==> config.mk <==
export PLATFORM = sky130hd
export DESIGN_NAME = rv_fp_csr_unit
export DESIGN_NICKNAME = d
export VERILOG_FILES = /design/src/verilog/rv_isa_pkg.sv /design/src/verilog/rv_fp_pkg.sv /design/src/verilog/rv_csr_decode.sv /design/src/verilog/rv_fp_csr.sv /design/src/verilog/rv_fp_csr_unit.sv /design/src/verilog/rv_fp_cvt_w_s.sv
export SDC_FILE = /design/constraint.sdc
export NUM_CORES = 1
export LEC_CHECK = 0
export BUFFER_PORTS_ARGS = -buffer_cell sky130_fd_sc_hd__clkbuf_2
export CAP_MARGIN = 10
export CELL_PAD_IN_SITES_DETAIL_PLACEMENT = 1
export CELL_PAD_IN_SITES_GLOBAL_PLACEMENT = 1
export CORE_MARGIN = 8
export CORE_UTILIZATION = 44
export CTS_CLUSTER_DIAMETER = 50
export DETAILED_ROUTE_END_ITERATION = 8
export PLACE_DENSITY_LB_ADDON = 0.1
export SLEW_MARGIN = 0
export SYNTH_ARGS = -nofsm -noshare
export SYNTH_HDL_FRONTEND = slang
export SYNTH_HIERARCHICAL = 1
export SYNTH_SLANG_ARGS = --single-unit
==> constraint.sdc <==
create_clock -name clk -period 6.9 [get_ports clk]
set_input_delay 0 -clock clk [delete_from_list [all_inputs] [get_ports clk]]
set_output_delay 0 -clock clk [all_outputs]
set_load 0.02 [all_outputs]
==> src/verilog/rv_isa_pkg.sv <==
`default_nettype none

package rv_isa_pkg;

  // Instruction fields and register widths
  typedef logic [11:0] csr_addr_t;
  typedef logic [2:0]  funct3_t;
  typedef logic [31:0] instr_t;
  typedef logic [31:0] xlen_t;

  // Floating-point CSR addresses
  localparam csr_addr_t CSR_FFLAGS = 12'h001;
  localparam csr_addr_t CSR_FRM    = 12'h002;
  localparam csr_addr_t CSR_FCSR   = 12'h003;

  // SYSTEM major opcode
  localparam logic [6:0] OPCODE_SYSTEM = 7'b1110011;

  // CSR access codes in funct3
  // Code 0 is ECALL/EBREAK and code 4 is reserved
  localparam funct3_t FUNCT3_CSRRW  = 3'b001;
  localparam funct3_t FUNCT3_CSRRS  = 3'b010;
  localparam funct3_t FUNCT3_CSRRC  = 3'b011;
  localparam funct3_t FUNCT3_CSRRWI = 3'b101;
  localparam funct3_t FUNCT3_CSRRSI = 3'b110;
  localparam funct3_t FUNCT3_CSRRCI = 3'b111;

endpackage

`default_nettype wire
==> src/verilog/rv_fp_pkg.sv <==
`default_nettype none

package rv_fp_pkg;

  typedef logic [31:0] fp32_t;
  typedef logic [4:0]  fflags_t;
  typedef logic [2:0]  frm_t;

  // Flag positions, NV at the top down to NX at bit 0
  localparam int FLAG_NV = 4;
  localparam int FLAG_DZ = 3;
  localparam int FLAG_OF = 2;
  localparam int FLAG_UF = 1;
  localparam int FLAG_NX = 0;

  // Rounding modes, codes 5 and 6 are reserved
  localparam frm_t RM_RNE = 3'd0;
  localparam frm_t RM_RTZ = 3'd1;
  localparam frm_t RM_RDN = 3'd2;
  localparam frm_t RM_RUP = 3'd3;
  localparam frm_t RM_RMM = 3'd4;
  localparam frm_t RM_DYN = 3'd7;

  // Decoded CSR access
  typedef struct packed {
    logic                  en;
    rv_isa_pkg::csr_addr_t addr;
    rv_isa_pkg::funct3_t   op;
    rv_isa_pkg::xlen_t     wdata;
  } csr_req_t;

  // FCVT.W.S request and result
  typedef struct packed {
    logic  valid;
    fp32_t operand;
    frm_t  rm;
  } cvt_req_t;

  typedef struct packed {
    logic              valid;
    rv_isa_pkg::xlen_t value;
    fflags_t           flags;
  } cvt_rsp_t;

endpackage

`default_nettype wire

==> src/verilog/rv_csr_decode.sv <==
`timescale 1ns/1ps
`default_nettype none

module rv_csr_decode (
  input  logic                instr_valid,
  input  rv_isa_pkg::instr_t  instr,
  input  rv_isa_pkg::xlen_t   rs1_data,
  output rv_fp_pkg::csr_req_t csr_req
);

  import rv_isa_pkg::*;
  import rv_fp_pkg::*;

  funct3_t funct3;
  logic    is_system;
  logic    is_csr;
  logic    is_imm;

  assign funct3    = instr[14:12];
  assign is_system = (instr[6:0] == OPCODE_SYSTEM);

  // ECALL/EBREAK and the reserved code fall to the default
  always_comb begin
    is_csr = 1'b0;
    is_imm = 1'b0;
    case (funct3)
      FUNCT3_CSRRW, FUNCT3_CSRRS, FUNCT3_CSRRC: begin
        is_csr = 1'b1;
      end
      FUNCT3_CSRRWI, FUNCT3_CSRRSI, FUNCT3_CSRRCI: begin
        is_csr = 1'b1;
        is_imm = 1'b1;
      end
      default: is_csr = 1'b0;
    endcase
  end

  assign csr_req.en    = instr_valid && is_system && is_csr;
  assign csr_req.addr  = instr[31:20];
  assign csr_req.op    = funct3;
  // Immediate forms carry zimm in the rs1 field
  assign csr_req.wdata = is_imm ? {27'd0, instr[19:15]} : rs1_data;

  // Immediate forms are the codes with funct3 bit 2 set
  always_comb begin
    if (csr_req.en && funct3[2]) begin
      zimm_zero_ext: assert final (csr_req.wdata[31:5] == 27'd0);
    end
  end

endmodule

`default_nettype wire

==> src/verilog/rv_fp_csr.sv <==
`timescale 1ns/1ps
`default_nettype none

module rv_fp_csr (
  input  logic                clk,
  input  logic                rst_n,
  input  rv_fp_pkg::csr_req_t csr_req,
  output rv_isa_pkg::xlen_t   csr_rdata,
  output logic                csr_hit,
  output rv_fp_pkg::frm_t     frm,
  input  logic                flag_set_en,
  input  rv_fp_pkg::fflags_t  flag_set
);

  import rv_isa_pkg::*;
  import rv_fp_pkg::*;

  fflags_t fflags_q;
  frm_t    frm_q;

  assign frm = frm_q;

  // Address match
  logic sel_fflags;
  logic sel_frm;
  logic sel_fcsr;

  assign sel_fflags = (csr_req.addr == CSR_FFLAGS);
  assign sel_frm    = (csr_req.addr == CSR_FRM);
  assign sel_fcsr   = (csr_req.addr == CSR_FCSR);
  assign csr_hit    = sel_fflags || sel_frm || sel_fcsr;

  // Old value, zero padded; misses read zero
  always_comb begin
    csr_rdata = '0;
    if (sel_fflags) begin
      csr_rdata[4:0] = fflags_q;
    end else if (sel_frm) begin
      csr_rdata[2:0] = frm_q;
    end else if (sel_fcsr) begin
      csr_rdata[7:0] = {frm_q, fflags_q};
    end
  end

  logic is_write;
  logic is_set;
  logic is_clear;

  assign is_write = csr_req.op inside {FUNCT3_CSRRW, FUNCT3_CSRRWI};
  assign is_set   = csr_req.op inside {FUNCT3_CSRRS, FUNCT3_CSRRSI};
  assign is_clear = csr_req.op inside {FUNCT3_CSRRC, FUNCT3_CSRRCI};

  logic    fflags_we;
  logic    frm_we;
  fflags_t fflags_src;
  frm_t    frm_src;
  fflags_t fflags_next;
  frm_t    frm_next;

  assign fflags_we  = csr_req.en && (sel_fflags || sel_fcsr);
  assign frm_we     = csr_req.en && (sel_frm || sel_fcsr);
  assign fflags_src = csr_req.wdata[4:0];
  // In fcsr the rounding mode sits above the flags
  assign frm_src    = sel_fcsr ? csr_req.wdata[7:5] : csr_req.wdata[2:0];

  always_comb begin
    fflags_next = fflags_q;
    frm_next    = frm_q;

    if (fflags_we) begin
      if (is_write) begin
        fflags_next = fflags_src;
      end else if (is_set) begin
        fflags_next = fflags_q | fflags_src;
      end else if (is_clear) begin
        fflags_next = fflags_q & ~fflags_src;
      end
    end

    if (frm_we) begin
      if (is_write) begin
        frm_next = frm_src;
      end else if (is_set) begin
        frm_next = frm_q | frm_src;
      end else if (is_clear) begin
        frm_next = frm_q & ~frm_src;
      end
    end

    // Converter flags stick on top of any CSR update
    if (flag_set_en) begin
      fflags_next = fflags_next | flag_set;
    end
  end

  always_ff @(posedge clk) begin
    if (!rst_n) begin
      fflags_q <= '0;
      frm_q    <= '0;
    end else begin
      fflags_q <= fflags_next;
      frm_q    <= frm_next;
    end
  end

  frm_stable: assert property (
    @(posedge clk) disable iff (!rst_n)
    !frm_we |=> $stable(frm_q)
  );

  // Bits only drop through a CSR write or clear
  fflags_sticky: assert property (
    @(posedge clk) disable iff (!rst_n)
    !(fflags_we && !is_set) |=> ((fflags_q & $past(fflags_q)) == $past(fflags_q))
  );

endmodule

`default_nettype wire

==> src/verilog/rv_fp_csr_unit.sv <==
`timescale 1ns/1ps
`default_nettype none

module rv_fp_csr_unit (
  input  logic                clk,
  input  logic                rst_n,
  input  logic                instr_valid,
  input  rv_isa_pkg::instr_t  instr,
  input  rv_isa_pkg::xlen_t   rs1_data,
  input  rv_fp_pkg::cvt_req_t cvt_in,
  output rv_isa_pkg::xlen_t   csr_rdata,
  output logic                csr_hit,
  output rv_fp_pkg::frm_t     frm,
  output rv_fp_pkg::cvt_rsp_t cvt_out
);

  import rv_fp_pkg::*;

  csr_req_t csr_req;

  rv_csr_decode u_decode (
    .instr_valid (instr_valid),
    .instr       (instr),
    .rs1_data    (rs1_data),
    .csr_req     (csr_req)
  );

  // Converter results feed the sticky flags directly
  rv_fp_csr u_csr (
    .clk         (clk),
    .rst_n       (rst_n),
    .csr_req     (csr_req),
    .csr_rdata   (csr_rdata),
    .csr_hit     (csr_hit),
    .frm         (frm),
    .flag_set_en (cvt_out.valid),
    .flag_set    (cvt_out.flags)
  );

  rv_fp_cvt_w_s u_cvt (
    .clk     (clk),
    .rst_n   (rst_n),
    .cvt_in  (cvt_in),
    .frm     (frm),
    .cvt_out (cvt_out)
  );

endmodule

`default_nettype wire

==> src/verilog/rv_fp_cvt_w_s.sv <==
`timescale 1ns/1ps
`default_nettype none

module rv_fp_cvt_w_s (
  input  logic                clk,
  input  logic                rst_n,
  input  rv_fp_pkg::cvt_req_t cvt_in,
  input  rv_fp_pkg::frm_t     frm,
  output rv_fp_pkg::cvt_rsp_t cvt_out
);

  import rv_isa_pkg::*;
  import rv_fp_pkg::*;

  // Stage 1 unpack and align
  logic        in_sign;
  logic [7:0]  in_exp;
  logic [23:0] in_sig;
  frm_t        in_rm;
  logic [7:0]  sh_raw;
  logic [5:0]  sh;
  logic [87:0] aligned;

  assign in_sign = cvt_in.operand[31];
  assign in_exp  = cvt_in.operand[30:23];
  // Hidden bit is absent for zero and subnormals
  assign in_sig  = {(in_exp != 8'd0), cvt_in.operand[22:0]};
  assign in_rm   = (cvt_in.rm == RM_DYN) ? frm : cvt_in.rm;

  // Integer part lands in [87:56] with the guard at 55 and sticky bits below
  assign sh_raw  = 8'd158 - in_exp;
  assign sh      = (in_exp >= 8'd95) ? sh_raw[5:0] : 6'd63;
  assign aligned = {in_sig, 64'd0} >> sh;

  logic        s1_valid;
  logic        s1_sign;
  logic [31:0] s1_int;
  logic        s1_guard;
  logic        s1_sticky;
  frm_t        s1_rm;
  logic        s1_nan;
  logic        s1_big;

  always_ff @(posedge clk) begin
    if (!rst_n) begin
      s1_valid <= 1'b0;
    end else begin
      s1_valid <= cvt_in.valid;
    end
  end

  always_ff @(posedge clk) begin
    s1_sign   <= in_sign;
    s1_int    <= aligned[87:56];
    s1_guard  <= aligned[55];
    s1_sticky <= |aligned[54:0];
    s1_rm     <= in_rm;
    s1_nan    <= (in_exp == 8'hff) && (cvt_in.operand[22:0] != 23'd0);
    // Magnitude of 2^32 and above including infinities
    s1_big    <= (in_exp >= 8'd159);
  end

  // Stage 2 rounds, saturates and sets flags
  logic        inexact;
  logic        round_up;
  logic [32:0] rounded;
  logic        ovf;
  xlen_t       res_value;
  fflags_t     res_flags;

  assign inexact = s1_guard || s1_sticky;

  always_comb begin
    case (s1_rm)
      RM_RNE:  round_up = s1_guard && (s1_sticky || s1_int[0]);
      RM_RTZ:  round_up = 1'b0;
      RM_RDN:  round_up = s1_sign && inexact;
      RM_RUP:  round_up = !s1_sign && inexact;
      RM_RMM:  round_up = s1_guard;
      default: round_up = 1'b0;
    endcase
  end

  assign rounded = {1'b0, s1_int} + {32'd0, round_up};
  // -2^31 is the one magnitude above 2^31-1 that fits
  assign ovf     = s1_sign ? (rounded > 33'h080000000) : (rounded > 33'h07fffffff);

  always_comb begin
    res_value = '0;
    res_flags = '0;
    if (s1_rm > RM_RMM) begin
      res_flags[FLAG_NV] = 1'b1;
    end else if (s1_nan) begin
      res_value          = 32'h7fffffff;
      res_flags[FLAG_NV] = 1'b1;
    end else if (s1_big || ovf) begin
      res_value          = s1_sign ? 32'h80000000 : 32'h7fffffff;
      res_flags[FLAG_NV] = 1'b1;
    end else begin
      res_value          = s1_sign ? (~rounded[31:0] + 32'd1) : rounded[31:0];
      res_flags[FLAG_NX] = inexact;
    end
  end

  always_ff @(posedge clk) begin
    if (!rst_n) begin
      cvt_out.valid <= 1'b0;
    end else begin
      cvt_out.valid <= s1_valid;
    end
  end

  always_ff @(posedge clk) begin
    cvt_out.value <= s1_valid ? res_value : '0;
    cvt_out.flags <= s1_valid ? res_flags : '0;
  end

  valid_latency: assert property (
    @(posedge clk) disable iff (!rst_n)
    cvt_out.valid == $past(cvt_in.valid, 2)
  );

  flags_idle_zero: assert property (
    @(posedge clk) disable iff (!rst_n)
    !cvt_out.valid |-> (cvt_out.flags == '0)
  );

endmodule

`default_nettype wire

-- After elaboration in Yosys (flattened, before gate mapping)
Index checks and enable logic that the tools add are counted.
- register bits after elaboration: 84
- input port bits: 103
- output and inout bits: 74
- add/subtract/negate cells: 3
- $lt $le $gt $ge: 5
- equal/unequal tests: 15
- shift operators: 1
- muxes and demuxes: 28
- bitwise operators: 9
- reductions and logical operators: 30
- operators with widths (cell ; number):
    two-way mux 32 bit ; 3
    right shift 88 x 6 -> 88 bit ; 1
    OR reduction 55 bit ; 1
    two-way mux 5 bit ; 7
    adder 32 x 1 -> 33 bit ; 1
    > comparator 33 x 31 -> 1 bit (second input constant) ; 1
    > comparator 33 x 32 -> 1 bit (second input constant) ; 1
    adder 32 x 1 -> 32 bit (second input constant) ; 1
    NOT 32 bit ; 1
    two-way mux 31 bit ; 1
    equality test 12 x 2 -> 1 bit (second input constant) ; 2
    nonzero test 23 bit ; 1
    two-way mux 3 bit ; 7
    two-way mux 8 bit ; 2
    equality test 3 bit (second input constant) ; 5
    equality test 12 x 1 -> 1 bit (second input constant) ; 1
    equality test 3 x 2 -> 1 bit (second input constant) ; 4
    bitwise OR 5 bit ; 2
    equality test 8 bit (second input constant) ; 1
    >= comparator 8 x 7 -> 1 bit (second input constant) ; 1
    >= comparator 8 bit (second input constant) ; 1
    logical AND 1 bit ; 8
    nonzero test 8 bit ; 1
    equality test 7 bit (second input constant) ; 1
    22 further kinds ; 36

-- Logic depth before layout (Yosys ltp)
- word-level depth: 12
- depth in mapped cells: 19

-- Cells and area by module
Netlist, hierarchy kept.
- modules (own cells, without submodules) (module ; instances ; cells an instance ; area each (µm²) ; seq. area each (µm²)):
    rv_fp_cvt_w_s ; 1 ; 944 ; 6950.4 ; 1521.5
    rv_fp_csr ; 1 ; 116 ; 848.3 ; 160.2
    rv_csr_decode ; 1 ; 55 ; 421.7 ; 0.0

-- Least setup slack after synthesis
Ideal clock, no wire load.
- path type: register to register
- start: register u_cvt.s1_sign
- end: register, netlist name u_cvt/cvt_out[36]
- setup time: 0.103 ns
- arrival: 4.057 ns
- required time: 6.797 ns
- setup slack: 2.740 ns
- cell stages (with the launch flop): 19
- period minus slack after synthesis: 4.160 ns
- cell sequence: dfxtp_1 clkinv_1 clkbuf_1 nor3_1 nor3_1 a21oi_1 ha_1 ha_1 buf_2 inv_1 nor4_4 and2b_1 xnor2_1 or3_1 buf_2 or4b_4 o21ai_2 xnor2_1 a2111oi_2
- word-level cells in the longest chain between the ends: 8
- ends and longest elaborated chain (item ; RTL line ; RTL):
    from (decl) ; rv_fp_cvt_w_s.sv:36 ; logic s1_sign;
    from (signal assigned) ; rv_fp_cvt_w_s.sv:53 ; s1_sign <= in_sign;
    logical NOT 1 bit ; rv_fp_cvt_w_s.sv:78 ; RM_RUP: round_up = !s1_sign && inexact;
    logical AND 1 bit ; rv_fp_cvt_w_s.sv:78 ;
    one-hot mux 1 bit (4 select lines) ; rv_fp_cvt_w_s.sv:74 ; case (s1_rm)
    adder 32 x 1 -> 33 bit ; rv_fp_cvt_w_s.sv:84 ; assign rounded = {1'b0, s1_int} + {32'd0, round_up};
    NOT 32 bit, or another cell as far along ; rv_fp_cvt_w_s.sv:100 ; res_value = s1_sign ? (~rounded[31:0] + 32'd1) : rounded[31:0];
    adder 32 x 1 -> 32 bit or two-way mux 1 bit (tied branches) ; rv_fp_cvt_w_s.sv:100, rv_fp_cvt_w_s.sv:86 ;
    two-way mux 32 bit or logical OR 1 bit (tied branches) ; rv_fp_cvt_w_s.sv:100, rv_fp_cvt_w_s.sv:96 ;
    two-way mux 32 bit * ; rv_fp_cvt_w_s.sv:96 ; end else if (s1_big || ovf) begin
Every way passes the cells marked *; elsewhere a longest branch is shown, timed or not.
A chain may end at the register's enable or synchronous reset.

-- Worst setup path in the final report
- start: register u_cvt.s1_sign
- end: register, netlist name u_cvt/cvt_out[25]
- word-level cells in the longest chain between the ends: 9
- ends and longest elaborated chain (item ; RTL line ; RTL):
    logical NOT 1 bit ; rv_fp_cvt_w_s.sv:78 ;
    logical AND 1 bit ; rv_fp_cvt_w_s.sv:78 ;
    one-hot mux 1 bit (4 select lines) ; rv_fp_cvt_w_s.sv:74 ;
    adder 32 x 1 -> 33 bit ; rv_fp_cvt_w_s.sv:84 ;
    NOT 32 bit, or another cell as far along ; rv_fp_cvt_w_s.sv:100 ;
    adder 32 x 1 -> 32 bit or two-way mux 1 bit (tied branches) ; rv_fp_cvt_w_s.sv:100, rv_fp_cvt_w_s.sv:86 ;
    two-way mux 32 bit or logical OR 1 bit (tied branches) ; rv_fp_cvt_w_s.sv:100, rv_fp_cvt_w_s.sv:96 ;
    two-way mux 32 bit * ; rv_fp_cvt_w_s.sv:96 ;
    two-way mux 31 bit * ; rv_fp_cvt_w_s.sv:93 ; end else if (s1_nan) begin
Marks and branches as above.

==> impl_metrics.yaml <==
outcome:
  outcome: "complete, no violations"
cts:
  clockBufferDepth: 2
  h-tree-depth: 3
  tritoncts.num_buffers: 9
  clkTransAtPathRegs_ns: 0.06
  clock-sinks: 84
  post_cts_buffers: 0
  root_buffer: "sky130_fd_sc_hd__clkbuf_16"
  clkLatencyLatePin_ns: 0.35
  tritoncts: "built"
yosys:
  ys.warnings.count: 6
  synth_area_mm2: 0.008048
  synthesis.instances: 1088
  synthesis.area_per_instance_um2: 7.397
route:
  first_iter_violations: 644
  num_vias: 8845
  ant_nets: 0
  avgViaCountPerCell: 6.336
  routed_wire_length_per_instance_um: 21.48
  wl_um: 29990
  count_of_tritonroute_iterations_in_the_first_routing_pass: 5
  detail_route.drc_violations: 0
layout:
  finish.instance_area_mm2: 0.008982
  syn2layout_area_growth_pct: 11.61
  design.final.nets: 1273
  final_layout_size_suffix_gt1_frac: 0.1748
  n_antenna_cell: 0
timing:
  report.final.slew_viol_count: 0
  timing.clock.skew_ns: 0.01222
  final_worst_path_period_share: 0.7072
  setup_viol: 0
  hold_violations: 0
  finalWorstPathRequiredPeriod_ns: 4.880
  fmaxAchievable_ghz: 0.2049
  rsz0062_at_grt: "false"
  timing.setup.tns_ns: 0
  slew_at_the_pin_closest_to_its_max_slew_limit_ns: 1.304
  maxSlewHeadroom: 0.1244
floorplanning:
  pin_count: 177
  area_of_the_placeable_core_mm2: 0.01796
  design.die.area_mm2: 0.02287
  die_height_um: 151.2
  start_util: 0.4480
  num_rows: 49
  die-width_um: 151.2
pwr:
  static_leakage_power_nw: 3.500
  p_per_area_mw_per_mm2: 186.3
  irDropWorstVdd_uv: 135.1
critical_path:
  worstPathRequired_ns: 7.09
  timing.critical_path.from_type: "flop"
  critical-path-slowest-cell: "sky130_fd_sc_hd__a31oi_1"
  path_cells: "buf_4, clkinv_1, nor3_1, nor3_1, a21oi_1, ha_1, nand2_1, or4_1, nor3_1, buf_4, nand2_1, xnor2_1, a31oi_1, nand3_1, nor2_1, a221oi_1"
  worstPathMaxFanout: 20
  critical_path_class: "reg2reg"
  worst_path_most_repeated_cell: "sky130_fd_sc_hd__nor3_1"
  worstPathArrival_ns: 5.07
  critPathMaxStageDelay_ns: 0.73
  crit_path_end_kind: "flop"
global_routing:
  grt_start_max_net_pins: 43
  antenna_found_initial: 0
  grt.total_usage: 0.2579
  grt_pass1_vias: 8730
  grt_pass1_wl_um: 47320
  gr-total-overflow: 0
worst_hold_path:
  hold_class: "in2reg"
placed_design:
  io_buffers: 120
  placedInstanceArea_mm2: 0.008553
  place.gp.congestion: 0.9024
  place_hpwl_um: 23020
run:
  maxCapViolations: 0
repair_timing:
action,CTS,global route
resized for setup,0,0
hold buffers,12,0
endpoints found under the hold margin,8,0
worst paths after layout:
| check | from | endpoint | slack, ns | cells after the start |
|---|---|---|---|---|
| setup / recovery | u_cvt/s1_sign | u_cvt/cvt_out[25] | 2.02 | 16 |
| hold / removal | cvt_in[31] | u_cvt/s1_big | 0.02 | 2 |
| setup reg to reg | u_cvt/s1_sign | u_cvt/cvt_out[25] | 2.02 | 16 |
| hold reg to reg | u_cvt/s1_valid | u_cvt/cvt_out[4] | 0.46 | 2 |
layer usage:
layer  wire length (µm)  track usage
met3               2227      0.04751
met1              13450       0.3435
met4                471      0.06581
met5                  0            0
met2              13840       0.4196
layout make-up:
cell class,instances,area [µm²]
clock inverters,4,56.30
multi-input cells,888,5729
flip-flops and latches,84,1682
well taps,229,286.5
fillers,2283,8981
inverters,28,105.1
clock buffers,11,252.7
repair buffers,152,870.8
per-stage QoR:
stage          power [mW]  hold slack, ns  utilization  setup WS [ns]  std cells
2_1_floorplan      0.9907         0.02772            -          2.740       1113
3_3_place_gp        1.151          0.1190       0.4761          2.131       1369
3_5_place_dp        1.161          0.1163       0.4761          2.151       1369
4_1_cts             1.670        0.002843       0.5000          2.086       1396
5_1_grt             1.757         0.03589       0.5000          1.690       1396
6_report            1.674         0.01754       0.5000          2.020       1396
placed cells by master (no fill, tap or decap), types with 10 or more instances in the layout:
cell type                       instances
sky130_fd_sc_hd__dlygate4sd3_1         12
sky130_fd_sc_hd__inv_1                 26
sky130_fd_sc_hd__nor2_1                86
sky130_fd_sc_hd__clkbuf_2             120
sky130_fd_sc_hd__mux2i_1               28
sky130_fd_sc_hd__a21oi_1               58
sky130_fd_sc_hd__conb_1                27
sky130_fd_sc_hd__o21a_1                14
sky130_fd_sc_hd__or3_1                 15
sky130_fd_sc_hd__mux2_2                12
sky130_fd_sc_hd__nor4_1                20
sky130_fd_sc_hd__xor2_1                25
sky130_fd_sc_hd__nand2_1               83
sky130_fd_sc_hd__o22ai_1               13
sky130_fd_sc_hd__o211ai_1              21
sky130_fd_sc_hd__xnor2_1               41
sky130_fd_sc_hd__nand3_1               51
sky130_fd_sc_hd__nor3_1                42
sky130_fd_sc_hd__dfxtp_1               84
sky130_fd_sc_hd__or4_1                 10
sky130_fd_sc_hd__a211oi_1              13
sky130_fd_sc_hd__a31oi_1               19
sky130_fd_sc_hd__and3_1                15
sky130_fd_sc_hd__o21ai_0               73
sky130_fd_sc_hd__buf_4                 20
sky130_fd_sc_hd__nand4_1               26
report_power, final:
group	total [mW]	leakage (nW)	internal (mW)	switching (mW)
Combinational	0.625	2.66	0.226	0.399
Sequential	0.547	0.686	0.513	0.0338
Clock	0.502	0.152	0.301	0.202
Total	1.67	3.50	1.04	0.634
sequential cells by signal, indices dropped and copies added, names as in the netlist, named ones only:
| signal | flops |
|---|---|
| u_cvt/s1_guard | 1 |
| u_cvt/s1_rm | 3 |
| u_cvt/s1_int | 32 |
| u_cvt/s1_nan | 1 |
| u_csr/fflags_q | 5 |
| u_cvt/cvt_out | 35 |
| u_cvt/s1_sticky | 1 |
| u_cvt/s1_valid | 1 |
| u_cvt/s1_big | 1 |
| u_cvt/s1_sign | 1 |
critical path, delay by kind of cell, from the launching register on:
| family | cells | cell delay (ns) |
|---|---|---|
| AOI/OAI and AO/OA | 3 | 1.02 |
| DFF | 1 | 0.31 |
| xor gates and xnor gates | 1 | 0.18 |
| and+or+nand+nor | 8 | 2.29 |
| adders and majority gates | 1 | 0.40 |
| buffers and inverters | 3 | 0.53 |
No activity file was read; power rests on OpenSTA's default activity.
